**config.mk**
```make
export PLATFORM = sky130hd
export DESIGN_NAME = rdp_top
export DESIGN_NICKNAME = d
export VERILOG_FILES = /design/src/rdp_data_pkg.sv /design/src/rdp_ctrl_pkg.sv /design/src/rdp_tune_if.sv /design/src/rdp_seq_regs.sv /design/src/rdp_vfifo.sv /design/src/rdp_latency.sv /design/src/rdp_read_fifo.sv /design/src/rdp_oct_ctrl.sv /design/src/rdp_top.sv
export VERILOG_INCLUDE_DIRS = /design/src
export SDC_FILE = /design/constraint.sdc
export NUM_CORES = 1
export LEC_CHECK = 0
export BUFFER_PORTS_ARGS = -buffer_cell sky130_fd_sc_hd__clkbuf_2
export CAP_MARGIN = 20
export CORE_MARGIN = 4
export CORE_UTILIZATION = 54
export CTS_CLUSTER_DIAMETER = 120
export DETAILED_ROUTE_END_ITERATION = 7
export PLACE_DENSITY = 0.76
export SKIP_CTS_REPAIR_TIMING = 1
export SYNTH_ARGS = -nofsm -noshare
export SYNTH_HDL_FRONTEND = slang
export SYNTH_SLANG_ARGS = --single-unit
```
**constraint.sdc**
```tcl
create_clock -name pll_afi_clk -period 2.3 [get_ports pll_afi_clk]
set_clock_uncertainty 0.1 [all_clocks]
set_input_delay 0.345 -clock pll_afi_clk [delete_from_list [all_inputs] [get_ports pll_afi_clk]]
set_output_delay 0.345 -clock pll_afi_clk [all_outputs]
set_load 0.01 [all_outputs]
```
**src/rdp_defines.svh**
```systemverilog
// Build constants for the AFI-side DDR2 read datapath
// DQS group count, data widths and slots per AFI cycle
// Valid FIFO address width, extra flop stages and slot count
// Read latency shifter length and latency count width
// Read FIFO address width and OCT window delays
`ifndef RDP_DEFINES_SVH
`define RDP_DEFINES_SVH

// Number of read DQS groups on the interface
`define RDP_NUM_GROUPS 2
// DQ bits carried by one DQS group
`define RDP_GROUP_DQ 4
// Memory time slots per AFI cycle in half rate
`define RDP_SLOTS 4

// Valid prediction write address width
`define RDP_VFIFO_AW 3
// Extra flops between the write position and the shifter output
`define RDP_VFIFO_EXTRA 1
// Token slots per group, one per full-rate cycle of an AFI cycle
`define RDP_VFIFO_SLOTS 2

// Length of the read enable history and width of the tap index
`define RDP_MAX_LAT 16
`define RDP_LAT_W 4

// Read FIFO pointer width, depth is 8 so the pointers wrap by themselves
`define RDP_FIFO_AW 3

// OCT window bounds for a read latency of 5
`define RDP_OCT_ON 0
`define RDP_OCT_OFF 5

`endif

```
**src/rdp_data_pkg.sv**
```systemverilog
// Read data bus types
// One slot of one group, one group word and the whole AFI bus
// A one-bit-per-group vector for the sequencer controls
`include "rdp_defines.svh"

package rdp_data_pkg;

	// DQ bits of a single group in a single time slot
	typedef logic [`RDP_GROUP_DQ-1:0] dq_slot_t;

	// All time slots of one group, slot 0 in the low bits
	typedef logic [`RDP_SLOTS*`RDP_GROUP_DQ-1:0] group_word_t;

	// Full AFI read data bus covering every group and slot
	typedef logic [`RDP_NUM_GROUPS*`RDP_SLOTS*`RDP_GROUP_DQ-1:0] afi_data_t;

	// One flag per DQS group
	typedef logic [`RDP_NUM_GROUPS-1:0] group_vec_t;

endpackage

```
**src/rdp_ctrl_pkg.sv**
```systemverilog
// Sequencer tuning and control types
// Valid FIFO write address, full-rate shift state
// Latency tap index and read FIFO pointer
`include "rdp_defines.svh"

package rdp_ctrl_pkg;

	// Write address of the valid prediction shifter
	typedef logic [`RDP_VFIFO_AW-1:0] vfifo_addr_t;

	// Extra full-rate cycle applied to slot 0 of a group
	typedef enum logic
	{
		FR_SHIFT_NONE = 1'b0,
		FR_SHIFT_ONE = 1'b1
	} fr_shift_t;

	// Tap position in the read enable history
	typedef logic [`RDP_LAT_W-1:0] lat_count_t;

	// Read and write pointer of the data FIFO
	typedef logic [`RDP_FIFO_AW-1:0] fifo_addr_t;

endpackage

```
**src/rdp_tune_if.sv**
```systemverilog
// Tuning state bundle from the sequencer registers
// Valid FIFO write addresses and full-rate shifts per group
// Data FIFO pointer resets and the registered read latency
`include "rdp_defines.svh"

interface rdp_tune_if
	import rdp_data_pkg::*;
	import rdp_ctrl_pkg::*;
();

	// Per-group write position in the valid prediction shifters
	vfifo_addr_t [`RDP_NUM_GROUPS-1:0] vfifo_wr_addr;

	// Per-group full-rate shift of slot 0
	fr_shift_t [`RDP_NUM_GROUPS-1:0] fr_shift;

	// Active low pointer clear of each data FIFO
	group_vec_t fifo_rst_n;

	// Latency tap shared by both enable histories
	lat_count_t read_lat;

	// The register block owns every signal
	modport regs_mp (output vfifo_wr_addr, fr_shift, fifo_rst_n, read_lat);

	// Valid prediction only needs the address and the shift
	modport vfifo_mp (input vfifo_wr_addr, fr_shift);

	// Data FIFO only needs its pointer clear
	modport fifo_mp (input fifo_rst_n);

endinterface

```
**src/rdp_seq_regs.sv**
```systemverilog
// Sequencer tuning register block
// Holds the valid FIFO write address and full-rate shift of each group
// Registers the data FIFO resets and the read latency count
`include "rdp_defines.svh"

module rdp_seq_regs
	import rdp_data_pkg::*;
	import rdp_ctrl_pkg::*;
(
	input logic pll_afi_clk,
	input logic reset_n_afi_clk,
	input group_vec_t seq_read_fifo_reset_i,
	input lat_count_t seq_read_latency_counter_i,
	input group_vec_t seq_read_increment_vfifo_fr_i,
	input group_vec_t seq_read_increment_vfifo_hr_i,
	rdp_tune_if.regs_mp tune
);

	// ***********************************************************
	// Per-group valid prediction tuning
	// ***********************************************************

	// The sequencer steps the write address during calibration until
	// the predicted valid window lines up with the returned data
	// A full-rate request shifts slot 0 by one more full-rate cycle
	// and a following half-rate request removes that shift again
	always_ff @(posedge pll_afi_clk or negedge reset_n_afi_clk)
	begin
		if (!reset_n_afi_clk)
		begin
			for (int g = 0; g < `RDP_NUM_GROUPS; g++)
			begin
				tune.vfifo_wr_addr[g] <= '0;
				tune.fr_shift[g] <= FR_SHIFT_NONE;
			end
		end
		else
		begin
			for (int g = 0; g < `RDP_NUM_GROUPS; g++)
			begin
				// Address wraps around the shifter length
				if (seq_read_increment_vfifo_hr_i[g])
					tune.vfifo_wr_addr[g] <= tune.vfifo_wr_addr[g] + vfifo_addr_t'(1);

				// Full-rate request wins over half-rate in the same cycle
				if (seq_read_increment_vfifo_fr_i[g])
					tune.fr_shift[g] <= FR_SHIFT_ONE;
				else if (seq_read_increment_vfifo_hr_i[g])
					tune.fr_shift[g] <= FR_SHIFT_NONE;
			end
		end
	end

	// ***********************************************************
	// Data FIFO resets and latency count
	// ***********************************************************

	// FIFO pointers stay cleared while the system reset is active
	always_ff @(posedge pll_afi_clk or negedge reset_n_afi_clk)
	begin
		if (!reset_n_afi_clk)
		begin
			tune.fifo_rst_n <= '0;
			tune.read_lat <= '0;
		end
		else
		begin
			tune.fifo_rst_n <= ~seq_read_fifo_reset_i;
			tune.read_lat <= seq_read_latency_counter_i;
		end
	end

endmodule

```
**src/rdp_vfifo.sv**
```systemverilog
// Read valid prediction per DQS group
// Full-rate cycle shift of the slot 0 token
// Token shift registers written at the tuned address
// Registered slot-major DQS enable control output
`include "rdp_defines.svh"

module rdp_vfifo
	import rdp_ctrl_pkg::*;
(
	input logic pll_afi_clk,
	input logic reset_n_afi_clk,
	input logic afi_rdata_en_full_i,
	rdp_tune_if.vfifo_mp tune,
	output logic [`RDP_NUM_GROUPS*`RDP_VFIFO_SLOTS-1:0] dqs_enable_ctrl_o
);

	// Room for every write address plus the extra output stages
	localparam int SHIFT_LEN = (1 << `RDP_VFIFO_AW) + `RDP_VFIFO_EXTRA;
	localparam int POS_W = $clog2(SHIFT_LEN);

	// Previous full enable, used when slot 0 runs one full-rate cycle late
	logic en_full_q;
	// Shifter outputs before the output register, slot-major order
	logic [`RDP_NUM_GROUPS*`RDP_VFIFO_SLOTS-1:0] vfifo_out;

	always_ff @(posedge pll_afi_clk or negedge reset_n_afi_clk)
	begin
		if (!reset_n_afi_clk)
			en_full_q <= 1'b0;
		else
			en_full_q <= afi_rdata_en_full_i;
	end

	// ***********************************************************
	// Token generation and shift registers
	// ***********************************************************

	for (genvar g = 0; g < `RDP_NUM_GROUPS; g++)
	begin : group_gen
		// One token per full-rate cycle of the AFI cycle
		logic [`RDP_VFIFO_SLOTS-1:0] token;
		// Shifter position receiving this cycle's token
		logic [POS_W-1:0] wr_pos;

		// With the shift applied, slot 0 carries the token of the
		// previous AFI cycle so the burst starts one full-rate cycle later
		assign token[1] = afi_rdata_en_full_i;
		assign token[0] = (tune.fr_shift[g] == FR_SHIFT_ONE) ? en_full_q : afi_rdata_en_full_i;

		assign wr_pos = POS_W'(tune.vfifo_wr_addr[g]) + POS_W'(`RDP_VFIFO_EXTRA);

		for (genvar s = 0; s < `RDP_VFIFO_SLOTS; s++)
		begin : slot_gen
			logic [SHIFT_LEN-1:0] shifter;

			// Everything moves one place toward bit 0 each cycle and
			// the new token lands at the tuned position
			always_ff @(posedge pll_afi_clk or negedge reset_n_afi_clk)
			begin
				if (!reset_n_afi_clk)
				begin
					shifter <= '0;
				end
				else
				begin
					shifter <= {1'b0, shifter[SHIFT_LEN-1:1]};
					shifter[wr_pos] <= token[s];
				end
			end

			// Bit order is group plus slot times group count
			assign vfifo_out[g + s*`RDP_NUM_GROUPS] = shifter[0];
		end
	end

	// Output stage drives the DQS enable logic
	always_ff @(posedge pll_afi_clk or negedge reset_n_afi_clk)
	begin
		if (!reset_n_afi_clk)
			dqs_enable_ctrl_o <= '0;
		else
			dqs_enable_ctrl_o <= vfifo_out;
	end

endmodule

```
**src/rdp_latency.sv**
```systemverilog
// Read latency selection
// History shifters of the read enable and the full read enable
// Combinational FIFO read enable tap and registered AFI read valid
`include "rdp_defines.svh"

module rdp_latency
	import rdp_ctrl_pkg::*;
(
	input logic pll_afi_clk,
	input logic reset_n_afi_clk,
	input logic afi_rdata_en_i,
	input logic afi_rdata_en_full_i,
	input lat_count_t read_lat_i,
	output logic read_enable_o,
	output logic afi_rdata_valid_o
);

	// Bit n holds the enable sampled n edges before the latest one
	logic [`RDP_MAX_LAT-1:0] latency_shifter;
	logic [`RDP_MAX_LAT-1:0] full_latency_shifter;

	always_ff @(posedge pll_afi_clk or negedge reset_n_afi_clk)
	begin
		if (!reset_n_afi_clk)
		begin
			latency_shifter <= '0;
			full_latency_shifter <= '0;
		end
		else
		begin
			latency_shifter <= {latency_shifter[`RDP_MAX_LAT-2:0], afi_rdata_en_i};
			full_latency_shifter <= {full_latency_shifter[`RDP_MAX_LAT-2:0], afi_rdata_en_full_i};
		end
	end

	// The FIFO reads in the cycle the tuned tap shows a full enable
	assign read_enable_o = full_latency_shifter[read_lat_i];

	// Valid lines up with the FIFO output register loaded by the same tap
	always_ff @(posedge pll_afi_clk or negedge reset_n_afi_clk)
	begin
		if (!reset_n_afi_clk)
			afi_rdata_valid_o <= 1'b0;
		else
			afi_rdata_valid_o <= latency_shifter[read_lat_i];
	end

endmodule

```
**src/rdp_read_fifo.sv**
```systemverilog
// Read data resynchronization FIFO
// Per-group flop memory written every AFI cycle
// Write and read pointers with per-group clear
// Output register and the slot-major and group-major orderings
`include "rdp_defines.svh"

module rdp_read_fifo
	import rdp_data_pkg::*;
	import rdp_ctrl_pkg::*;
(
	input logic pll_afi_clk,
	input logic reset_n_afi_clk,
	input afi_data_t ddio_phy_dq_i,
	input logic read_enable_i,
	rdp_tune_if.fifo_mp tune,
	output afi_data_t afi_rdata_o,
	output afi_data_t phy_mux_read_fifo_q_o
);

	localparam int GW = $bits(group_word_t);
	localparam int SW = $bits(dq_slot_t);
	localparam int DEPTH = 1 << `RDP_FIFO_AW;

	// ***********************************************************
	// Per-group storage and pointers
	// ***********************************************************

	for (genvar g = 0; g < `RDP_NUM_GROUPS; g++)
	begin : group_gen
		group_word_t mem [DEPTH];
		group_word_t wr_word;
		group_word_t rd_word;
		fifo_addr_t wr_ptr;
		fifo_addr_t rd_ptr;

		// Input bus is ordered by group, each group ordered by slot
		assign wr_word = ddio_phy_dq_i[g*GW +: GW];

		// Captured data arrives on every cycle, valid or not
		always_ff @(posedge pll_afi_clk)
		begin
			mem[wr_ptr] <= wr_word;
		end

		// The sequencer clears both pointers to realign this group
		always_ff @(posedge pll_afi_clk or negedge reset_n_afi_clk)
		begin
			if (!reset_n_afi_clk)
			begin
				wr_ptr <= '0;
				rd_ptr <= '0;
			end
			else if (!tune.fifo_rst_n[g])
			begin
				wr_ptr <= '0;
				rd_ptr <= '0;
			end
			else
			begin
				wr_ptr <= wr_ptr + fifo_addr_t'(1);
				if (read_enable_i)
					rd_ptr <= rd_ptr + fifo_addr_t'(1);
			end
		end

		// Output word updates on the edge where read valid rises
		always_ff @(posedge pll_afi_clk or negedge reset_n_afi_clk)
		begin
			if (!reset_n_afi_clk)
				rd_word <= '0;
			else if (read_enable_i)
				rd_word <= mem[rd_ptr];
		end

		// Sequencer view keeps the group-major order of the FIFO output
		assign phy_mux_read_fifo_q_o[g*GW +: GW] = rd_word;

		// AFI view is ordered by slot and sub-ordered by group
		for (genvar t = 0; t < `RDP_SLOTS; t++)
		begin : slot_gen
			dq_slot_t slot_data;

			assign slot_data = rd_word[t*SW +: SW];
			assign afi_rdata_o[(t*`RDP_NUM_GROUPS + g)*SW +: SW] = slot_data;
		end
	end

endmodule

```
**src/rdp_oct_ctrl.sv**
```systemverilog
// On-chip termination control
// History of the full read enable
// Termination forced off outside the read window
`include "rdp_defines.svh"

module rdp_oct_ctrl
(
	input logic pll_afi_clk,
	input logic reset_n_afi_clk,
	input logic afi_rdata_en_full_i,
	output logic force_oct_off_o
);

	// Past full enables, bit 0 is the most recent
	logic [`RDP_OCT_OFF-1:0] rdata_en_r;
	// Current enable followed by its history
	logic [`RDP_OCT_OFF:0] en_window;

	assign en_window = {rdata_en_r, afi_rdata_en_full_i};

	// Termination stays on while any enable of the window is high
	always_ff @(posedge pll_afi_clk or negedge reset_n_afi_clk)
	begin
		if (!reset_n_afi_clk)
		begin
			rdata_en_r <= '0;
			force_oct_off_o <= 1'b0;
		end
		else
		begin
			rdata_en_r <= {rdata_en_r[`RDP_OCT_OFF-2:0], afi_rdata_en_full_i};
			force_oct_off_o <= ~(|en_window[`RDP_OCT_OFF:`RDP_OCT_ON]);
		end
	end

endmodule

```
**src/rdp_top.sv**
```systemverilog
// Top level of the AFI-clock read datapath
// Sequencer tuning registers and their interface
// Valid prediction, latency selection, data FIFO and OCT control
`include "rdp_defines.svh"

module rdp_top
	import rdp_data_pkg::*;
	import rdp_ctrl_pkg::*;
(
	input logic pll_afi_clk,
	input logic reset_n_afi_clk,
	input group_vec_t seq_read_fifo_reset_i,
	input lat_count_t seq_read_latency_counter_i,
	input group_vec_t seq_read_increment_vfifo_fr_i,
	input group_vec_t seq_read_increment_vfifo_hr_i,
	input logic afi_rdata_en_i,
	input logic afi_rdata_en_full_i,
	input afi_data_t ddio_phy_dq_i,
	output afi_data_t afi_rdata_o,
	output logic afi_rdata_valid_o,
	output afi_data_t phy_mux_read_fifo_q_o,
	output logic force_oct_off_o,
	output logic [`RDP_NUM_GROUPS*`RDP_VFIFO_SLOTS-1:0] dqs_enable_ctrl_o
);

	// FIFO read strobe from the latency tap
	logic read_enable;

	// Registered tuning state shared by the datapath blocks
	rdp_tune_if tune ();

	// ***********************************************************
	// Sequencer side
	// ***********************************************************

	rdp_seq_regs u_seq_regs (
		.pll_afi_clk (pll_afi_clk),
		.reset_n_afi_clk (reset_n_afi_clk),
		.seq_read_fifo_reset_i (seq_read_fifo_reset_i),
		.seq_read_latency_counter_i (seq_read_latency_counter_i),
		.seq_read_increment_vfifo_fr_i (seq_read_increment_vfifo_fr_i),
		.seq_read_increment_vfifo_hr_i (seq_read_increment_vfifo_hr_i),
		.tune (tune)
	);

	// ***********************************************************
	// Datapath blocks
	// ***********************************************************

	rdp_vfifo u_vfifo (
		.pll_afi_clk (pll_afi_clk),
		.reset_n_afi_clk (reset_n_afi_clk),
		.afi_rdata_en_full_i (afi_rdata_en_full_i),
		.tune (tune),
		.dqs_enable_ctrl_o (dqs_enable_ctrl_o)
	);

	rdp_latency u_latency (
		.pll_afi_clk (pll_afi_clk),
		.reset_n_afi_clk (reset_n_afi_clk),
		.afi_rdata_en_i (afi_rdata_en_i),
		.afi_rdata_en_full_i (afi_rdata_en_full_i),
		.read_lat_i (tune.read_lat),
		.read_enable_o (read_enable),
		.afi_rdata_valid_o (afi_rdata_valid_o)
	);

	rdp_read_fifo u_read_fifo (
		.pll_afi_clk (pll_afi_clk),
		.reset_n_afi_clk (reset_n_afi_clk),
		.ddio_phy_dq_i (ddio_phy_dq_i),
		.read_enable_i (read_enable),
		.tune (tune),
		.afi_rdata_o (afi_rdata_o),
		.phy_mux_read_fifo_q_o (phy_mux_read_fifo_q_o)
	);

	rdp_oct_ctrl u_oct_ctrl (
		.pll_afi_clk (pll_afi_clk),
		.reset_n_afi_clk (reset_n_afi_clk),
		.afi_rdata_en_full_i (afi_rdata_en_full_i),
		.force_oct_off_o (force_oct_off_o)
	);

endmodule

```
After elaboration in Yosys (flattened, before gate mapping)

Memory sizes are Yosys's and may differ from the RTL's. A register that Yosys moved wholly into a read port is not among the register bits.
Cells that the tools add are included.

Register bits after elaboration: 106
Bits in writable memories: 256
Input port bits: 46
Word-level logic and storage cells: 71
Memories: 2

Memory list:

| name                         | words | width | read ports | clocked after memory_dff | wr ports | RTL line            | source |
|---|---|---|---|---|---|---|---|
| u_read_fifo.group_gen[0].mem | 8     | 16    | 1          | 1                        | 1        | rdp_read_fifo.sv:30 | `group_word_t mem [DEPTH];` |
| u_read_fifo.group_gen[1].mem | 8     | 16    | 1          | 1                        | 1        | rdp_read_fifo.sv:30 |  |

$add $sub $neg: 8
$lt $le $gt $ge: 5
Eq/ne operators: 2
Multiplexer cells: 24
Bitwise gates (word level): 2
Reduce and logical (&&, ||, !) cells: 7

Operators with widths:

| operator                                            | count |
|---|---|
| bitwise mux 9 bit                                   | 4 |
| adder 3 x 1 -> 3 bit, second input constant         | 6 |
| two-way mux 3 bit                                   | 6 |
| < comparator 4 x 5 -> 1 bit, second input constant  | 3 |
| two-way mux 1 bit                                   | 10 |
| adder 3 x 1 -> 4 bit, second input constant         | 2 |
| binary-select mux 1 bit (select 4 bit)              | 2 |
| demux 1 bit (select 4 bit)                          | 2 |
| >= comparator 4 x 1 -> 1 bit, second input constant | 2 |
| OR reduction 6 bit                                  | 1 |
| inequality test 2 bit, second input constant        | 2 |
| nonzero test 2 bit                                  | 2 |
| logical AND 1 bit                                   | 2 |
| logical NOT 1 bit                                   | 2 |
| inverter 2 bit                                      | 1 |
| inverter 1 bit                                      | 1 |

Logic depth before layout (Yosys ltp)

Depth after elaboration: 6
Mapped depth: 8
Mapped depth without buffers: 6

By module

Synthesis repeated with hierarchy kept, for this count alone.

Cells, all modules: 907
Area total of the unflattened synthesis: 15620.0 um^2

By module, submodules not included:

| module        | times used | cells each | area each (um^2) | seq. area each (um^2) |
|---|---|---|---|---|
| rdp_read_fifo | 1          | 715        | 12244.2          | 8788.4 |
| rdp_vfifo     | 1          | 100        | 1635.3           | 1026.0 |
| rdp_latency   | 1          | 54         | 1094.8           | 825.8 |
| rdp_seq_regs  | 1          | 30         | 478.0            | 350.3 |
| rdp_oct_ctrl  | 1          | 8          | 167.7            | 150.1 |

Least setup slack after synthesis

Ideal clock, no wire load.

Path type: register -> register
Start point: reg u_read_fifo.group_gen[1].wr_ptr[2]
End point: mem u_read_fifo.group_gen[1].mem[4][0] (netlist name), enable pin
Library setup time: 0.413 ns
Arrival time: 1.819 ns
Required time: 1.787 ns
Slack: -0.032 ns
Cell stages (with the launch flop): 3
Path buffers: 1
Clock period less this slack: 2.332 ns
Cells stage by stage: dfrtp_1 -> clkbuf_1 -> nor3b_1

RTL lines:

| what                   | RTL line            | source |
|---|---|---|
| start, declared        | rdp_read_fifo.sv:33 | `fifo_addr_t wr_ptr;` |
| start signal, assigned | rdp_read_fifo.sv:60 | `wr_ptr <= wr_ptr + fifo_addr_t'(1);` |
| end, declared          | rdp_read_fifo.sv:30 |  |

Straight into the memory's write port.

Worst setup path after layout

Start point: reg u_seq_regs.tune.read_lat[0]
End point: reg u_read_fifo.group_gen[0].rd_word[5], read port of u_read_fifo.group_gen[0].mem

Longest elaborated chain between the ends: 2

Ends and longest elaborated chain:

| what                                    | RTL line            | source |
|---|---|---|
| start, declared                         | rdp_tune_if.sv:24   | `modport regs_mp (output vfifo_wr_addr, fr_shift, fifo_rst_n, read_lat);` |
| start signal, assigned                  | rdp_seq_regs.sv:69  | `tune.read_lat <= seq_read_latency_counter_i;` |
| binary-select mux 1 bit (select 4 bit)  | rdp_latency.sv:37   | `assign read_enable_o = full_latency_shifter[read_lat_i];` |
| two-way mux 1 bit (implied by the code) | rdp_latency.sv:37   |  |
| end, declared                           | rdp_read_fifo.sv:32 | `group_word_t rd_word;` |

No other way between the ends. The select of a mux whose other input is x is not followed.
A chain may end at the register's enable or synchronous reset.

==> results.sh <==
export IMPL_status="complete, but fails checks"
export IMPL_violations="hold timing"
export IMPL_yosys_register_bits=388
export IMPL_core_area_mm2=0.0273
export IMPL_finish_utilization=0.648
export IMPL_drtPass1Iterations=7
export IMPL_rr_startpoint="u_seq_regs.tune.read_lat[0]"
export IMPL_synth_area_leaders="edfxtp_1 (51%), dfrtp_1 (22%), mux4_2 (10%)"
export IMPL_slew_headroom=0.586
export IMPL_die_w_um=175
export IMPL_max_slew_worst_pin_slew_ns=0.617
export IMPL_path_clk_slew_ns=0.06
export IMPL_finalCriticalPeriod_ns=2.18
export IMPL_synthCells=753
export IMPL_syn_avg_cell_area_um2=20.1
export IMPL_whs_path_depth=1
export IMPL_cts_buffers=39
export IMPL_wl_met1_um=11500
export IMPL_fp_dieArea_mm2=0.0307
export IMPL_drt_wl_total_um=27100
export IMPL_fin_tns_setup_ns=0
export IMPL_min_period_over_period=0.949
export IMPL_startpoint_type="flip-flop"
export IMPL_maxCapViolations=0
export IMPL_cp_arrival_ns=2.48
export IMPL_crit_fanout=20
export IMPL_area_growth_syn_to_layout_pct=16.7
export IMPL_synth_cell_types=38
export IMPL_clock_sinks=388
export IMPL_endpoint_kind="flip-flop"
export IMPL_die_height_um=175
export IMPL_timing_rr_end="u_read_fifo.group_gen[0].rd_word[5]"
export IMPL_ff2ff_path_depth=6
export IMPL_dr_total_vias=7071
export IMPL_boundaryPins=116
export IMPL_top_layer="met4"
export IMPL_finalMaxSlewViolations=0
export IMPL_power_leakage_nw=6.82
export IMPL_htree_levels=2
export IMPL_met2WireLength_um=14000
export IMPL_multi_input_area_mm2=0.00370
export IMPL_swShare=0.242
export IMPL_internal_power_mw=13.3
export IMPL_viasPerCell=5.40
export IMPL_gp_congestion=0.749
export IMPL_wl_per_cell_um=20.7
export IMPL_fin_cells=1309
export IMPL_cp_required_ns=2.60
export IMPL_grt_pass1_wl_um=42900
export IMPL_fill_cells=1831
export IMPL_cts_buffer_depth=3
export IMPL_postRouteAntennaNets=0
export IMPL_yosysTopAreaCell="edfxtp_1"
export IMPL_synth_top_area_share=0.508
export IMPL_drc=0
export IMPL_grt_usage=0.179
export IMPL_clockRootBuffer="clkbuf_16"
export IMPL_ys_warnings_count=0
export IMPL_syn_area_mm2=0.0151
export IMPL_cts_tree="built"
export IMPL_ir_worst_vdd_v=0.000681
export IMPL_drive_above_1_share=0.426
export IMPL_antenna_found_initial=0
export IMPL_finalSetupViolations=0
export IMPL_max_freq_mhz=458
export IMPL_overflow=0
export IMPL_crit_type="reg2reg"
export IMPL_dp_cells=1226
export IMPL_grt_setup_unrepaired="false"
export IMPL_clock_latency_ns=0.52
export IMPL_hold_class="in2reg"
export IMPL_p_clk_frac=0.345
export IMPL_p_seq_frac=0.494
export IMPL_hold_viol=1
export IMPL_hpwl_um=16700
export IMPL_start_util=0.555
export IMPL_r2r_slack_ns=0.12
export IMPL_synth_seq_area_share=0.727
export IMPL_fin_nets=968
export IMPL_min_to="u_read_fifo.group_gen[1].mem[4][10]"
export IMPL_switching_power_mw=4.24
export IMPL_antenna_diode_count=0
export IMPL_powerDensity_mw_per_mm2=994
export IMPL_seq_area_mm2=0.0110
export IMPL_numPortBuffers=115
export IMPL_grt_max_degree=64
export IMPL_hp_start="ddio_phy_dq_i[26]"
export IMPL_first_iter_violations=476
export IMPL_rows=60
export IMPL_p_comb_frac=0.161
export IMPL_holdWs_ns=-0.000184
export IMPL_grt_pass1_vias=7552
export IMPL_dr_wl_met3_um=1200
export IMPL_synth_fp_nets=813
[worst max-delay path, cell delays in order, from the launching register on]
cell	delay, ns
dfrtp_1	0.41
mux4_2	0.51
nor2_1	0.12
nand4b_4	0.17
and2_4	0.19
buf_12	0.20
mux2_2	0.36
[state kept, by name (all words and copies together) (netlist names)]
signal / flops
u_vfifo.dqs_enable_ctrl_o: 4
u_seq_regs.tune.read_lat: 4
u_latency.latency_shifter: 16
u_seq_regs.tune.fr_shift: 2
u_latency.full_latency_shifter: 16
u_read_fifo.group_gen.rd_word: 32
u_read_fifo.group_gen.wr_ptr: 6
u_vfifo.group_gen.slot_gen.shifter: 36
u_oct_ctrl.force_oct_off_o: 1
u_latency.afi_rdata_valid_o: 1
u_seq_regs.tune.vfifo_wr_addr: 6
u_read_fifo.group_gen.rd_ptr: 6
u_read_fifo.group_gen.mem: 256
u_seq_regs.tune.fifo_rst_n: 2
[cell usage after synthesis]
cell,count
nand4b_4,1
buf_6,1
mux2_2,68
nor3b_1,6
nor2_1,5
and3_2,2
buf_12,4
clkbuf_1,16
xnor2_1,2
a21o_1,2
xor2_1,4
and2_4,1
mux2i_1,8
nor3_1,3
nand2b_1,2
mux4_1,4
nand3_1,8
or4_1,1
edfxtp_1,256
nand2_1,33
and3_1,3
mux4_2,67
dfrtp_1,132
and2_1,4
buf_4,32
a21boi_0,2
mux2_4,28
a21oi_1,3
nor2b_1,5
buf_2,9
o21a_1,2
o211ai_4,1
o21ai_0,6
or2_2,1
inv_1,11
and3b_1,4
o21ai_1,2
ha_1,14
[placed cells by master (no fill, tap or decap), types with 7 or more instances in the layout]
cell type | netlist | routed
buf_12 | 4 | 11
buf_4 | 32 | 37
clkbuf_16 | 0 | 41
clkbuf_2 | 0 | 114
clkinv_1 | 0 | 7
clkinv_2 | 0 | 8
dfrtp_1 | 132 | 130
dlygate4sd3_1 | 0 | 13
edfxtp_1 | 256 | 256
ha_1 | 14 | 14
inv_1 | 11 | 11
mux2_2 | 68 | 68
mux2_4 | 28 | 28
mux2i_1 | 8 | 8
mux4_2 | 67 | 67
nand2_1 | 33 | 33
nand3_1 | 8 | 8
[metal layers]
layer,global-route usage,up-vias
met5,0,-
met4,0.0399,0
met3,0.0331,35
met2,0.306,154
met1,0.245,3691
li1,-,3191
[per-stage QoR]
step	setup WS, ns	power, mW	cell area, um2
floorplan	-0.00297	10.8	15100
global placement	0.164	11.5	16300
detailed placement	0.105	11.6	16300
CTS	0.0867	17.7	17500
global route	0.0106	18.3	17700
finish	0.116	17.5	17700
[final cells by class]
cell class / count / area share
repair buffers: 176 / 0.0685
clock inverters: 19 / 0.00808
inverters: 11 / 0.00234
flip-flops and latches: 388 / 0.623
multi-input cells: 292 / 0.209
well taps: 372 / 0.0264
clock buffers: 51 / 0.0625
[worst max path at each step]
stage	start	endpoint	slack [ns]	depth (start not counted)
after floorplan	u_read_fifo.group_gen[0].wr_ptr[2]	u_read_fifo.group_gen[0].mem[1][0]	-0.003	2
after global placement	u_seq_regs.tune.read_lat[0]	u_read_fifo.group_gen[0].rd_word[8]	0.16	6
after detailed placement	u_seq_regs.tune.read_lat[0]	u_read_fifo.group_gen[0].rd_word[5]	0.10	6
after CTS	u_seq_regs.tune.read_lat[0]	u_read_fifo.group_gen[0].rd_word[5]	0.09	6
after global routing	u_seq_regs.tune.read_lat[0]	u_read_fifo.group_gen[0].rd_word[5]	0.01	6
final	u_seq_regs.tune.read_lat[0]	u_read_fifo.group_gen[0].rd_word[5]	0.12	6
[cells by family after synthesis]
family,count (synthesis),share of synthesized area
flops,388,0.727
fa+ha+maj,14,0.0116
compound gates,18,0.00802
simple gates,79,0.0282
buf+inv,73,0.0316
mux,175,0.190
xor+xnor,6,0.00347
[power by group through the flow]
stage	Combinational, mW	Clock (mW)	Sequential, mW
6_report	2.83	6.06	8.66
5_1_grt	3.06	6.53	8.76
4_1_cts	2.86	6.20	8.67
3_5_place_dp	2.84	0	8.80
3_3_place_gp	2.78	0	8.77
2_1_floorplan	2.04	0	8.76
Note: power is estimated with default switching activity, not from simulation.
